`config.mk`:
```
export PLATFORM = sky130hd
export DESIGN_NAME = serial_link_top
export DESIGN_NICKNAME = d
export VERILOG_FILES = /design/src/design/serial_link_pkg.sv /design/src/design/serial_phy_pkg.sv /design/src/design/serial_link_fifo.sv /design/src/design/serial_link_rx_ctrl.sv /design/src/design/serial_link_top.sv /design/src/design/serial_link_tx_ctrl.sv /design/src/design/serial_phy_deserializer.sv /design/src/design/serial_phy_serializer.sv
export VERILOG_INCLUDE_DIRS = /design/src /design/src/design
export SDC_FILE = /design/constraint.sdc
export NUM_CORES = 1
export LEC_CHECK = 0
export BUFFER_PORTS_ARGS = -buffer_cell sky130_fd_sc_hd__buf_2
export CORE_MARGIN = 2
export CORE_UTILIZATION = 60
export DETAILED_ROUTE_END_ITERATION = 8
export PLACE_DENSITY = 0.77
export SYNTH_ARGS = -nofsm -noshare
export SYNTH_HDL_FRONTEND = slang
export SYNTH_SLANG_ARGS = --single-unit
```
`constraint.sdc`:
```
create_clock -name clk_i -period 6.98 [get_ports clk_i]
set_input_delay 1.047 -clock clk_i [delete_from_list [all_inputs] [get_ports clk_i]]
set_output_delay 1.047 -clock clk_i [all_outputs]
set_load 0.02 [all_outputs]
```
`src/design/serial_link_consts.svh`:
```
// Link and PHY sizing constants: lane count, widths, credits and queue depths
`ifndef SERIAL_LINK_CONSTS_SVH
`define SERIAL_LINK_CONSTS_SVH

//////////////////////////////////////////////////////////////////////
// Physical layer
//////////////////////////////////////////////////////////////////////

// Lanes driven in parallel per chunk
`define SL_NUM_LANES 8

// Width of the divider input
`define SL_CLK_DIV_BITS 8

// Chunks needed for one padded frame
`define SL_FRAME_SPLITS 3

//////////////////////////////////////////////////////////////////////
// Link layer
//////////////////////////////////////////////////////////////////////

`define SL_DATA_BITS 16

// Receive buffer slots, one credit each
`define SL_NUM_CREDITS 4
`define SL_CREDIT_BITS 3

// Frames waiting in front of the serializer
`define SL_TX_FIFO_DEPTH 2

`endif

```
`src/design/serial_link_pkg.sv`:
```
// Link-layer types: user data word, credit count, header tag and link frame
`include "serial_link_consts.svh"

package serial_link_pkg;

  // User payload word
  typedef logic [`SL_DATA_BITS-1:0] data_t;

  // Holds 0 up to the full credit pool
  typedef logic [`SL_CREDIT_BITS-1:0] credit_t;

  // Header tag of a frame
  typedef enum logic [1:0] {
    TAG_IDLE   = 2'd0,
    TAG_DATA   = 2'd1,
    TAG_CREDIT = 2'd2
  } tag_e;

  // One link frame, data in the upper bits
  // Credit-only frames leave the data field unused
  typedef struct packed {
    data_t   data;
    tag_e    tag;
    credit_t credit;
  } frame_t;

endpackage

```
`src/design/serial_phy_pkg.sv`:
```
// Physical-layer types: lane chunk, divider value and pin bundle
`include "serial_link_consts.svh"

package serial_phy_pkg;

  // One sample across all lanes
  typedef logic [`SL_NUM_LANES-1:0] chunk_t;

  // Half period of the forwarded clock in core cycles, 0 acts as 1
  typedef logic [`SL_CLK_DIV_BITS-1:0] clk_div_t;

  // Pins of one direction
  typedef struct packed {
    logic   fwd_clk;
    chunk_t lanes;
  } phy_pins_t;

endpackage

```
`src/design/serial_link_fifo.sv`:
```
// Generic FIFO with a type parameter and a head visible before pop
module serial_link_fifo #(
  parameter type item_t = logic,
  parameter int  Depth  = 2
) (
  input  logic  clk_i,
  input  logic  rst_n_i,
  input  logic  push_i,
  input  item_t data_i,
  output logic  full_o,
  input  logic  pop_i,
  output item_t data_o,
  output logic  empty_o
);

  localparam int PtrBits = (Depth > 1) ? $clog2(Depth) : 1;
  localparam int CntBits = $clog2(Depth + 1);

  typedef logic [PtrBits-1:0] ptr_t;

  item_t              mem_q [Depth];
  ptr_t               rd_ptr_q;
  ptr_t               wr_ptr_q;
  logic [CntBits-1:0] count_q;
  logic               do_push;
  logic               do_pop;

  // Wraps at Depth so non power-of-two depths work
  function automatic ptr_t next_ptr(ptr_t ptr);
    return (ptr == PtrBits'(Depth - 1)) ? '0 : ptr + 1'b1;
  endfunction

  assign full_o  = (count_q == CntBits'(Depth));
  assign empty_o = (count_q == '0);
  assign do_push = push_i && !full_o;
  assign do_pop  = pop_i && !empty_o;
  assign data_o  = mem_q[rd_ptr_q];

  always_ff @(posedge clk_i or negedge rst_n_i) begin
    if (!rst_n_i) begin
      rd_ptr_q <= '0;
      wr_ptr_q <= '0;
      count_q  <= '0;
    end else begin
      if (do_push) begin
        wr_ptr_q <= next_ptr(wr_ptr_q);
      end
      if (do_pop) begin
        rd_ptr_q <= next_ptr(rd_ptr_q);
      end
      if (do_push && !do_pop) begin
        count_q <= count_q + 1'b1;
      end else if (do_pop && !do_push) begin
        count_q <= count_q - 1'b1;
      end
    end
  end

  // Storage
  always_ff @(posedge clk_i) begin
    if (do_push) begin
      mem_q[wr_ptr_q] <= data_i;
    end
  end

endmodule

```
`src/design/serial_link_rx_ctrl.sv`:
```
// Receive controller: data buffer, credit return and received credit forwarding
`include "serial_link_consts.svh"

module serial_link_rx_ctrl import serial_link_pkg::*; (
  input  logic    clk_i,
  input  logic    rst_n_i,
  // From the deserializer
  input  frame_t  frame_i,
  input  logic    frame_valid_i,
  // User stream
  output data_t   rx_data_o,
  output logic    rx_valid_o,
  input  logic    rx_ready_i,
  // To the transmit controller
  output logic    credit_ret_o,
  output logic    credit_rcvd_o,
  output credit_t credit_rcvd_cnt_o
);

  logic fifo_full;
  logic fifo_empty;
  logic push;
  logic pop;

  // Space is guaranteed by the credits granted to the far end
  assign push = frame_valid_i && (frame_i.tag == TAG_DATA) && !fifo_full;
  assign pop  = rx_valid_o && rx_ready_i;

  assign rx_valid_o = !fifo_empty;

  serial_link_fifo #(
    .item_t ( data_t          ),
    .Depth  ( `SL_NUM_CREDITS )
  ) i_rx_fifo (
    .clk_i   ( clk_i        ),
    .rst_n_i ( rst_n_i      ),
    .push_i  ( push         ),
    .data_i  ( frame_i.data ),
    .full_o  ( fifo_full    ),
    .pop_i   ( pop          ),
    .data_o  ( rx_data_o    ),
    .empty_o ( fifo_empty   )
  );

  //////////////////////////////////////////////////////////////////////
  // Credit pulses
  //////////////////////////////////////////////////////////////////////

  // Each pop frees one slot, owed to the far end
  always_ff @(posedge clk_i or negedge rst_n_i) begin
    if (!rst_n_i) begin
      credit_ret_o  <= 1'b0;
      credit_rcvd_o <= 1'b0;
    end else begin
      credit_ret_o  <= pop;
      credit_rcvd_o <= frame_valid_i && (frame_i.tag != TAG_IDLE);
    end
  end

  // Count only matters while credit_rcvd_o is high
  always_ff @(posedge clk_i) begin
    credit_rcvd_cnt_o <= frame_i.credit;
  end

endmodule

```
`src/design/serial_link_top.sv`:
```
// Serial link top: link-layer controllers wired to the serializer and deserializer
module serial_link_top import serial_link_pkg::*, serial_phy_pkg::*; (
  input  logic      clk_i,
  input  logic      rst_n_i,
  input  clk_div_t  cfg_clk_div_i,
  // User transmit stream
  input  data_t     tx_data_i,
  input  logic      tx_valid_i,
  output logic      tx_ready_o,
  // User receive stream
  output data_t     rx_data_o,
  output logic      rx_valid_o,
  input  logic      rx_ready_i,
  // Off-chip pins
  output phy_pins_t phy_o,
  input  phy_pins_t phy_i
);

  frame_t  tx_frame;
  logic    tx_frame_valid;
  logic    tx_frame_ready;
  frame_t  rx_frame;
  logic    rx_frame_valid;
  logic    credit_ret;
  logic    credit_rcvd;
  credit_t credit_rcvd_cnt;

  //////////////////////////////////////////////////////////////////////
  // Transmit path
  //////////////////////////////////////////////////////////////////////

  serial_link_tx_ctrl i_tx_ctrl (
    .clk_i             ( clk_i           ),
    .rst_n_i           ( rst_n_i         ),
    .tx_data_i         ( tx_data_i       ),
    .tx_valid_i        ( tx_valid_i      ),
    .tx_ready_o        ( tx_ready_o      ),
    .credit_ret_i      ( credit_ret      ),
    .credit_rcvd_i     ( credit_rcvd     ),
    .credit_rcvd_cnt_i ( credit_rcvd_cnt ),
    .frame_o           ( tx_frame        ),
    .frame_valid_o     ( tx_frame_valid  ),
    .frame_ready_i     ( tx_frame_ready  )
  );

  serial_phy_serializer i_serializer (
    .clk_i         ( clk_i          ),
    .rst_n_i       ( rst_n_i        ),
    .cfg_clk_div_i ( cfg_clk_div_i  ),
    .frame_i       ( tx_frame       ),
    .frame_valid_i ( tx_frame_valid ),
    .frame_ready_o ( tx_frame_ready ),
    .phy_o         ( phy_o          )
  );

  //////////////////////////////////////////////////////////////////////
  // Receive path
  //////////////////////////////////////////////////////////////////////

  serial_phy_deserializer i_deserializer (
    .clk_i         ( clk_i          ),
    .rst_n_i       ( rst_n_i        ),
    .phy_i         ( phy_i          ),
    .frame_o       ( rx_frame       ),
    .frame_valid_o ( rx_frame_valid )
  );

  serial_link_rx_ctrl i_rx_ctrl (
    .clk_i             ( clk_i           ),
    .rst_n_i           ( rst_n_i         ),
    .frame_i           ( rx_frame        ),
    .frame_valid_i     ( rx_frame_valid  ),
    .rx_data_o         ( rx_data_o       ),
    .rx_valid_o        ( rx_valid_o      ),
    .rx_ready_i        ( rx_ready_i      ),
    .credit_ret_o      ( credit_ret      ),
    .credit_rcvd_o     ( credit_rcvd     ),
    .credit_rcvd_cnt_o ( credit_rcvd_cnt )
  );

endmodule

```
`src/design/serial_link_tx_ctrl.sv`:
```
// Transmit controller: frame builder, transmit credit counter and owed credits
`include "serial_link_consts.svh"

module serial_link_tx_ctrl import serial_link_pkg::*; (
  input  logic    clk_i,
  input  logic    rst_n_i,
  // User stream
  input  data_t   tx_data_i,
  input  logic    tx_valid_i,
  output logic    tx_ready_o,
  // From the receive controller
  input  logic    credit_ret_i,
  input  logic    credit_rcvd_i,
  input  credit_t credit_rcvd_cnt_i,
  // To the serializer
  output frame_t  frame_o,
  output logic    frame_valid_o,
  input  logic    frame_ready_i
);

  credit_t tx_credit_q;
  credit_t tx_credit_d;
  credit_t owed_q;
  credit_t owed_d;
  logic    send_data;
  logic    send_credit;

  // Data needs a free slot at the far end
  assign tx_ready_o = (tx_credit_q != '0) && frame_ready_i;
  assign send_data  = tx_valid_i && tx_ready_o;

  // Owed credits go out alone whenever no data frame leaves,
  // otherwise a blocked sender could never get its credits back
  assign send_credit   = !send_data && (owed_q != '0) && frame_ready_i;
  assign frame_valid_o = send_data || send_credit;

  always_comb begin
    frame_o        = '0;
    frame_o.credit = owed_q;
    if (send_data) begin
      frame_o.data = tx_data_i;
      frame_o.tag  = TAG_DATA;
    end else begin
      frame_o.tag  = TAG_CREDIT;
    end
  end

  //////////////////////////////////////////////////////////////////////
  // Credit bookkeeping
  //////////////////////////////////////////////////////////////////////

  always_comb begin
    tx_credit_d = tx_credit_q;
    if (send_data) begin
      tx_credit_d = tx_credit_d - 1'b1;
    end
    if (credit_rcvd_i) begin
      tx_credit_d = tx_credit_d + credit_rcvd_cnt_i;
    end
  end

  // Every frame carries all owed credits, so a send clears the counter
  always_comb begin
    owed_d = owed_q;
    if (frame_valid_o) begin
      owed_d = '0;
    end
    if (credit_ret_i && (owed_d != '1)) begin
      owed_d = owed_d + 1'b1;
    end
  end

  always_ff @(posedge clk_i or negedge rst_n_i) begin
    if (!rst_n_i) begin
      tx_credit_q <= credit_t'(`SL_NUM_CREDITS);
      owed_q      <= '0;
    end else begin
      tx_credit_q <= tx_credit_d;
      owed_q      <= owed_d;
    end
  end

endmodule

```
`src/design/serial_phy_deserializer.sv`:
```
// Deserializer: pin synchronizer, forwarded clock edge detect and frame reassembly
`include "serial_link_consts.svh"

module serial_phy_deserializer import serial_link_pkg::*, serial_phy_pkg::*; (
  input  logic      clk_i,
  input  logic      rst_n_i,
  input  phy_pins_t phy_i,
  output frame_t    frame_o,
  output logic      frame_valid_o
);

  localparam int ShiftBits = `SL_FRAME_SPLITS * `SL_NUM_LANES;
  localparam int IdxBits   = $clog2(`SL_FRAME_SPLITS);

  typedef logic [IdxBits-1:0] idx_t;

  localparam idx_t LastChunk = idx_t'(`SL_FRAME_SPLITS - 1);

  phy_pins_t            sync1_q;
  phy_pins_t            sync2_q;
  logic                 clk_prev_q;
  logic                 clk_rise;
  idx_t                 chunk_cnt_q;
  logic [ShiftBits-1:0] frame_bits_q;

  //////////////////////////////////////////////////////////////////////
  // Pin synchronizer
  //////////////////////////////////////////////////////////////////////

  // Lanes travel with the clock so both see the same delay
  always_ff @(posedge clk_i or negedge rst_n_i) begin
    if (!rst_n_i) begin
      sync1_q    <= '0;
      sync2_q    <= '0;
      clk_prev_q <= 1'b0;
    end else begin
      sync1_q    <= phy_i;
      sync2_q    <= sync1_q;
      clk_prev_q <= sync2_q.fwd_clk;
    end
  end

  assign clk_rise = sync2_q.fwd_clk && !clk_prev_q;

  //////////////////////////////////////////////////////////////////////
  // Frame reassembly
  //////////////////////////////////////////////////////////////////////

  always_ff @(posedge clk_i or negedge rst_n_i) begin
    if (!rst_n_i) begin
      chunk_cnt_q   <= '0;
      frame_valid_o <= 1'b0;
    end else begin
      frame_valid_o <= clk_rise && (chunk_cnt_q == LastChunk);
      if (clk_rise) begin
        chunk_cnt_q <= (chunk_cnt_q == LastChunk) ? '0 : chunk_cnt_q + 1'b1;
      end
    end
  end

  // First chunk ends up at the bottom after the last one arrives
  always_ff @(posedge clk_i) begin
    if (clk_rise) begin
      frame_bits_q <= {sync2_q.lanes, frame_bits_q[ShiftBits-1:`SL_NUM_LANES]};
    end
  end

  assign frame_o = frame_t'(frame_bits_q[$bits(frame_t)-1:0]);

endmodule

```
`src/design/serial_phy_serializer.sv`:
```
// Serializer: frame queue, chunk splitting, clock divider and forwarded clock
`include "serial_link_consts.svh"

module serial_phy_serializer import serial_link_pkg::*, serial_phy_pkg::*; (
  input  logic      clk_i,
  input  logic      rst_n_i,
  input  clk_div_t  cfg_clk_div_i,
  input  frame_t    frame_i,
  input  logic      frame_valid_i,
  output logic      frame_ready_o,
  output phy_pins_t phy_o
);

  localparam int ShiftBits = `SL_FRAME_SPLITS * `SL_NUM_LANES;
  localparam int PadBits   = ShiftBits - $bits(frame_t);
  localparam int IdxBits   = $clog2(`SL_FRAME_SPLITS);

  typedef logic [IdxBits-1:0] idx_t;

  localparam idx_t LastChunk = idx_t'(`SL_FRAME_SPLITS - 1);

  frame_t                 fifo_head;
  logic                   fifo_full;
  logic                   fifo_empty;
  logic                   load;
  logic                   frame_end;
  logic                   div_wrap;
  clk_div_t               div_last;
  clk_div_t               div_cnt_q;
  idx_t                   chunk_idx_q;
  logic                   busy_q;
  logic                   phase_q;
  logic [ShiftBits-1:0]   shift_q;

  assign frame_ready_o = !fifo_full;

  serial_link_fifo #(
    .item_t ( frame_t           ),
    .Depth  ( `SL_TX_FIFO_DEPTH )
  ) i_tx_fifo (
    .clk_i   ( clk_i         ),
    .rst_n_i ( rst_n_i       ),
    .push_i  ( frame_valid_i ),
    .data_i  ( frame_i       ),
    .full_o  ( fifo_full     ),
    .pop_i   ( load          ),
    .data_o  ( fifo_head     ),
    .empty_o ( fifo_empty    )
  );

  //////////////////////////////////////////////////////////////////////
  // Chunk timing
  //////////////////////////////////////////////////////////////////////

  // A divider of 0 runs like 1
  assign div_last  = (cfg_clk_div_i == '0) ? '0 : cfg_clk_div_i - 1'b1;
  assign div_wrap  = (div_cnt_q == div_last);
  assign frame_end = busy_q && phase_q && div_wrap && (chunk_idx_q == LastChunk);

  // Next frame follows the last chunk without a gap
  assign load = !fifo_empty && (!busy_q || frame_end);

  always_ff @(posedge clk_i or negedge rst_n_i) begin
    if (!rst_n_i) begin
      busy_q      <= 1'b0;
      phase_q     <= 1'b0;
      div_cnt_q   <= '0;
      chunk_idx_q <= '0;
    end else if (load) begin
      busy_q      <= 1'b1;
      phase_q     <= 1'b0;
      div_cnt_q   <= '0;
      chunk_idx_q <= '0;
    end else if (busy_q) begin
      div_cnt_q <= div_wrap ? '0 : div_cnt_q + 1'b1;
      if (div_wrap) begin
        phase_q <= !phase_q;
        // High phase done, move on to the next chunk
        if (phase_q) begin
          chunk_idx_q <= chunk_idx_q + 1'b1;
          if (chunk_idx_q == LastChunk) begin
            busy_q <= 1'b0;
          end
        end
      end
    end
  end

  // Lowest chunk sits on the lanes
  always_ff @(posedge clk_i) begin
    if (load) begin
      shift_q <= {{PadBits{1'b0}}, fifo_head};
    end else if (busy_q && phase_q && div_wrap) begin
      shift_q <= shift_q >> `SL_NUM_LANES;
    end
  end

  assign phy_o.fwd_clk = phase_q;
  assign phy_o.lanes   = shift_q[`SL_NUM_LANES-1:0];

endmodule

```
Word level (Yosys, flattened, before mapping)
Memory sizes are Yosys's and may differ from the RTL's. Index checks and enable logic that the tools add are counted.

Output and inout bits: 27. Flip-flop bits (word level): 101. Bits of input ports: 37. Memories: 2. Memory bits (writable): 106. Word-level logic and storage cells: 138.

Equality and inequality tests: 9. Multiplexer cells: 37. Add/sub/neg operators: 15. Reductions and logical operators: 51.

Memory list: i_rx_ctrl.i_rx_fifo.mem_q (depth 4, bits a word 16, read ports 1, clocked after Yosys merged registers in 0, wr ports 1, RTL line serial_link_fifo.sv:21) `item_t mem_q [Depth];`; i_serializer.i_tx_fifo.mem_q (depth 2, bits a word 21, read ports 1, clocked after Yosys merged registers in 0, wr ports 1, RTL line serial_link_fifo.sv:21).

Operators with widths (number): 21-bit two-way mux (2); 8-bit two-way mux (4); 1-bit logical AND (23); 2-bit two-way mux (10); 3-bit two-way mux (6); 16-bit two-way mux (1); 1-bit two-way mux (14); 2-bit nonzero test (7); 1-bit zero test (12); 2-bit by 1-bit adder with 2-bit output, second input constant (5); 2-bit == test, second input constant (5); 8-bit by 1-bit adder with 8-bit output, second input constant (1); 8-bit == test (1); 8-bit zero test (1); 8-bit by 1-bit subtractor with 8-bit output, second input constant (1); 3-bit by 1-bit adder with 3-bit output, second input constant (2); 3-bit nonzero test (2); 3-bit by 1-bit subtractor with 3-bit output, second input constant (2); 3-bit adder (1); 3-bit == test, second input constant (1); 3-bit zero test (1); 3-bit != test, second input constant (1); 3-bit AND reduction (1); 1-bit adder, second input constant (2); 5 further kinds (6).

Logic depth before layout (Yosys ltp)
Depth after elaboration: 13. Gate-level depth with buffers: 15. Depth with buffers taken out: 13.

Cells and area by module
Synthesis repeated with hierarchy kept, for this count alone.

Cells, all modules: 526. Area total of the unflattened synthesis: 8807.2 um2.

Modules (own cells, without submodules): serial_link_fifo at i_rx_ctrl.i_rx_fifo (seq. area each 2097.0 um2, cells each 121, area each 2771.4 um2, times used 1); serial_phy_serializer (seq. area each 930.9 um2, cells each 172, area each 1989.4 um2, times used 1); serial_link_fifo at i_serializer.i_tx_fifo (seq. area each 1361.3 um2, cells each 84, area each 1798.0 um2, times used 1); serial_phy_deserializer (seq. area each 1271.2 um2, cells each 73, area each 1492.7 um2, times used 1); serial_link_tx_ctrl (seq. area each 151.4 um2, cells each 67, area each 615.6 um2, times used 1); serial_link_rx_ctrl (seq. area each 110.1 um2, cells each 9, area each 140.1 um2, times used 1).

Worst setup path after synthesis
No wires, ideal clock.

Path kind: input port to flip-flop. From: input cfg_clk_div_i[0]. To: register i_serializer.shift_q[0], enable pin. Stages on the path: 7. Required time: 6.573 ns. Data arrival time: 3.907 ns. Slack: 2.666 ns. Buffers on the path: 1. Cells stage by stage: or4_1 > buf_2 > a211o_1 > a211o_1 > a222oi_1 > nand3_1 > o22ai_1.

Word-level cells in the longest chain between the ends: 8. Elaborated cells on any way between the ends: 9. Those cells by class: 1 x add/sub; 1 x eq/ne; 1 x mux; 6 x reduce/logical.

RTL lines: from (decl) (RTL line serial_link_top.sv:5) `input clk_div_t cfg_clk_div_i,`; 8-bit by 1-bit subtractor with 8-bit output / 8-bit zero test (equally long branches) (RTL line serial_phy_serializer.sv:56) `assign div_last = (cfg_clk_div_i == '0) ? '0 : cfg_clk_div_i - 1'b1;`; 8-bit two-way mux (*) (RTL line serial_phy_serializer.sv:56); 8-bit == test (*) (RTL line serial_phy_serializer.sv:57) `assign div_wrap = (div_cnt_q == div_last);`; 1-bit logical AND (*) (RTL line serial_phy_serializer.sv:58, serial_phy_serializer.sv:93); 1-bit logical AND (RTL line serial_phy_serializer.sv:58) `assign frame_end = busy_q && phase_q && div_wrap && (chunk_idx_q == LastChunk);`; 1-bit logical OR (RTL line serial_phy_serializer.sv:61) `assign load = !fifo_empty && (!busy_q || frame_end);`; 1-bit logical AND (RTL line serial_phy_serializer.sv:61); 2-bit nonzero test (no line) (*); to (signal assigned) (RTL line serial_phy_serializer.sv:92) `shift_q <= {{PadBits{1'b0}}, fifo_head};`; to (signal assigned) (RTL line serial_phy_serializer.sv:94) `` shift_q <= shift_q >> `SL_NUM_LANES; ``; to (decl) (RTL line serial_phy_serializer.sv:33) `logic [ShiftBits-1:0] shift_q;`.

Mark *: on every way between the ends. The rest lies on a longest branch, timed or not. A chain may end at the register's enable or synchronous reset.

Final worst setup path
From: input cfg_clk_div_i[0]. To: register i_serializer.i_tx_fifo.count_q[1].

Word-level cells in the longest chain between the ends: 11. Elaborated cells on any way between the ends: 14. Those cells by class: 1 x add/sub; 1 x eq/ne; 2 x mux; 10 x reduce/logical.

RTL lines: 8-bit by 1-bit subtractor with 8-bit output / 8-bit zero test (equally long branches) (RTL line serial_phy_serializer.sv:56); 8-bit two-way mux (*) (RTL line serial_phy_serializer.sv:56); 8-bit == test (*) (RTL line serial_phy_serializer.sv:57); 1-bit logical AND (*) (2 in a row) (RTL line serial_phy_serializer.sv:58); 1-bit logical OR (*) (RTL line serial_phy_serializer.sv:61); 1-bit logical AND (*) (RTL line serial_phy_serializer.sv:61); 1-bit logical AND (*) (RTL line serial_link_fifo.sv:36) `assign do_pop = pop_i && !empty_o;`; 1-bit zero test (RTL line serial_link_fifo.sv:51) `if (do_push && !do_pop) begin`; 1-bit logical AND (RTL line serial_link_fifo.sv:51); 2-bit two-way mux / 2-bit nonzero test (equally long branches); to (signal assigned) (RTL line serial_link_fifo.sv:52) `count_q <= count_q + 1'b1;`; to (signal assigned) (RTL line serial_link_fifo.sv:54) `count_q <= count_q - 1'b1;`; to (decl) (RTL line serial_link_fifo.sv:24) `logic [CntBits-1:0] count_q;`.

Marks and branches as above.

==> summary.md <==
| Metric | Value |
|---|---|
| Clock Skew | 0.008142 ns |
| Synth Flop Type | edfxtp_1 |
| H-tree depth | 1 |
| Crit end category | register |
| Die area | 0.01473 mm2 |
| Most used cell, CP | xor2_1 |
| Synth unique cells | 55 |
| GRT overflow | 0 |
| Drt total wl | 13970 um |
| Routed len/inst | 18.34 um |
| WS Path Type | input port to register |
| Final ANT Viol Nets | 0 |
| Clk buf depth | 3 |
| Cells after DPL | 724 |
| DRC errors left | 0 |
| Area growth syn-to-layout | 14.55% |
| Total GRT Usage | 19.96% |
| Core Area | approximately 0.013 mm2 |
| Max Cap Viol | 0 |
| Number of setup buffers added after CTS | 0 |
| Die H | about 120 um |
| Fraction of layout cells with a size suffix above 1 | 25.60% |
| Final period util | a little under three fifths |
| CTS sink count | ~210 |
| Final slew viol count | 0 |
| Root buf cell | clkbuf_16 |
| Slowest CP cell | or4_1 |
| Post-cts sizing count | 0 |
| Net count, final | roughly 630 |
| Post-DP HPWL | 8799 um |
| I/O Pins | 64 |
| DRT Pass-1 Iters | 4 |
| Initial core utilization | 61.92% |
| Crit path cell chain | buf_2 > or4_1 > a2111oi_1 > o21ai_0 > a222oi_1 > and3_1 > a21o_4 > inv_4 > ha_1 > xor2_1 > nor2_1 > xor2_1 |
| CP required | 7.34 ns |
| Largest net degree at the start of global routing | 54 |
| Pwr dens | 390.3 mW/mm2 |
| Post-synth EDFFs | 151 |
| CP max FO | 14 |
| CTS buffer count | 21 |
| DR vias/cell | 5.711 |
| Hold_buf cts | 0 |
| Die W | 121.4 um |
| Post-synth ARST share | between 20 and 30% |
| Total power | 0.003695 W |
| Area occupied by multi-input gates | 0.002132 mm2 |
| CTS tree | yes |
| Vias in the first global route | approximately 4500 |
| Worst rel slew slack | 28.37% |
| Final Non-Filler Cells | 762 |
| GP Congestion | 0.8031 |
| Yosys warning total | 0 |
| Maximum clock rate | 0.2489 GHz |
| Register area share after synthesis | a little under three quarters |
| RSZ-0062 raised after global routing | false |
| Via count | 4352 |
| Final Core Density | 70.93% |
| Worst-path clk slew | approximately 0.060 ns |
| Starting DRT DRC Count | 332 |
| VDD IR max | around 0.23 mV |
| Worst-Margin Slew | roughly 1.1 ns |
| CP Data Arrival Time | 4.37 ns |
| Crit-path max cell delay | 0.66 ns |
| Port buffer count | 63 |
| Antenna Cells | 0 |
| Row Count | 42 |
| Post-Syn Area | 0.008265 mm2 |
| Initial antenna violation count | 1 |
| Final hold violation count | 0 |
| First-pass GRT wire length | ~23000 um |
| Register area | 0.005922 mm2 |
| Hold WS | 0.3477 ns |
| Syn Inst Count | 503 |
| Crit start category | input port |
| Outcome | finished clean |
| Syn_area_per_cell | 16.43 um2 |
| Tmin final | 4.017 ns |
| Clk_lat worst skew | 0.48 ns |
| Hold WC Path Type | register to register |
| Sum of negative setup slack | 0 ns |
| Post-synthesis register bit count | roughly 210 |
| Leakage power | 3.598 nW |
| Synthesized Nets | ~560 |
| Fillers | 832 |
| Final Setup Violations | 0 |
[critical path, delay by kind of cell]
kind	cells	cell delay, ns
compound gates	4	1.45
xor+xnor	2	0.33
fa+ha+maj	1	0.21
buf+inv	2	0.24
simple gates	3	1.09
[cell usage in the layout (no fill, tap or decap), types with 2 or more instances in the layout]
master and instances:
edfxtp_1 151, buf_2 63, dfrtp_1 52, nor2_1 27, mux2_2 24, and3_1 23
clkbuf_16 21, inv_1 19, nand2_1 19, mux4_2 16, ha_1 15, a21oi_1 13
o21ai_0 13, xnor2_1 11, mux2i_1 10, mux2_1 9, nor3_1 7, xor2_1 7
nand3_1 6, buf_4 6, and2_1 5, nor2b_1 4, or3_1 4, bufinv_16 4
clkbuf_1 4, clkbuf_8 4, o31ai_1 3, nand2b_1 3, o21a_1 3, clkinv_2 3
dfxtp_1 3, nor3b_1 2, nand4_1 2, nor4_1 2, a211o_1 2, a21o_1 2
fa_1 2
[state kept, by name, summed over array words and instances, names as in the netlist, 2 cells and up]
signal	count
i_rx_ctrl.i_rx_fifo.mem_q	64
i_serializer.i_tx_fifo.mem_q	42
i_deserializer.frame_bits_q	24
i_serializer.shift_q	21
i_deserializer.sync1_q	9
i_deserializer.sync2_q	9
i_serializer.div_cnt_q	8
i_rx_ctrl.credit_rcvd_cnt_o	3
i_rx_ctrl.i_rx_fifo.count_q	3
i_tx_ctrl.owed_q	3
i_tx_ctrl.tx_credit_q	3
i_deserializer.chunk_cnt_q	2
i_rx_ctrl.i_rx_fifo.rd_ptr_q	2
i_rx_ctrl.i_rx_fifo.wr_ptr_q	2
i_serializer.chunk_idx_q	2
i_serializer.i_tx_fifo.count_q	2
[report_power, final]
part           switching, W  internal [W]  total, W
Clock              0.000438      0.000749   0.00119
Combinational      0.000440      0.000346  0.000786
Sequential         0.000147       0.00158   0.00172
[logic make-up after synthesis]
| logic type | after synthesis | share of synthesized area [%] |
|---|---|---|
| AO/OA/AOI/OAI | 46 | 3.603 |
| XOR/XNOR | 20 | 2.377 |
| adder cells (fa/ha/maj) | 17 | 2.755 |
| buffers and inverters | 44 | 2.634 |
| flip-flops | 207 | 71.65 |
| multiplexers | 59 | 10.07 |
| AND/OR/NAND/NOR | 110 | 6.918 |
[through the flow]
stage	area, um2	worst slack (ns)
final	9468	2.963
after global routing	9468	2.744
after CTS	9468	2.973
after detailed placement	8712	2.518
after global placement	8712	2.721
after floorplan	8265	2.666
[final timing paths]
check,slack (ns),cells past startpoint,startpoint,to
worst max-delay path,2.96,12,cfg_clk_div_i[0],i_serializer.i_tx_fifo.count_q[1]
worst min-delay path,0.35,0,i_deserializer.sync1_q[2],i_deserializer.sync2_q[2]
worst max register to register,3.83,11,i_serializer.div_cnt_q[4],i_serializer.i_tx_fifo.count_q[1]
worst min register to register,0.35,0,i_deserializer.sync1_q[2],i_deserializer.sync2_q[2]
max in group asynchronous,5.86,2,rst_n_i,i_serializer.i_tx_fifo.wr_ptr_q
min in group asynchronous,0.68,2,rst_n_i,i_serializer.div_cnt_q[6]
[metal layers]
layer | track usage [%] | vias up | share of wire (%)
li1 | - | 2020 | -
met1 | 27.14 | 2203 | 42
met2 | 34.16 | 108 | 52
met3 | 3.148 | 19 | 4.7
met4 | 5.172 | 2 | 1.5
met5 | 0 | - | 0.14
[cells in the mapped netlist, types with 5 or more instances]
| cell | instances | area share (%) |
|---|---|---|
| a21oi_1 | 13 | 0.79 |
| mux2_1 | 9 | 1.2 |
| inv_1 | 19 | 0.86 |
| and2_1 | 5 | 0.38 |
| nor3_1 | 7 | 0.42 |
| mux4_2 | 16 | 4.4 |
| dfrtp_1 | 52 | 16 |
| ha_1 | 15 | 2.3 |
| nand2_1 | 19 | 0.86 |
| clkbuf_1 | 11 | 0.50 |
| mux2_2 | 24 | 3.3 |
| buf_4 | 10 | 0.91 |
| o21ai_0 | 13 | 0.79 |
| and3_1 | 23 | 1.7 |
| xor2_1 | 7 | 0.74 |
| xnor2_1 | 11 | 1.2 |
| nor2_1 | 27 | 1.2 |
| nand3_1 | 6 | 0.36 |
| mux2i_1 | 10 | 1.2 |
| edfxtp_1 | 151 | 55 |
[cell type report]
type	instances	area share [%]
clock buffer	29	6.290
sequential	207	62.55
timing repair buffer	69	3.806
multi-input combinational	252	22.52
clock inverter	9	1.692
inverter	20	0.8193
tap	176	2.326
(Power assumes the default switching activity.)
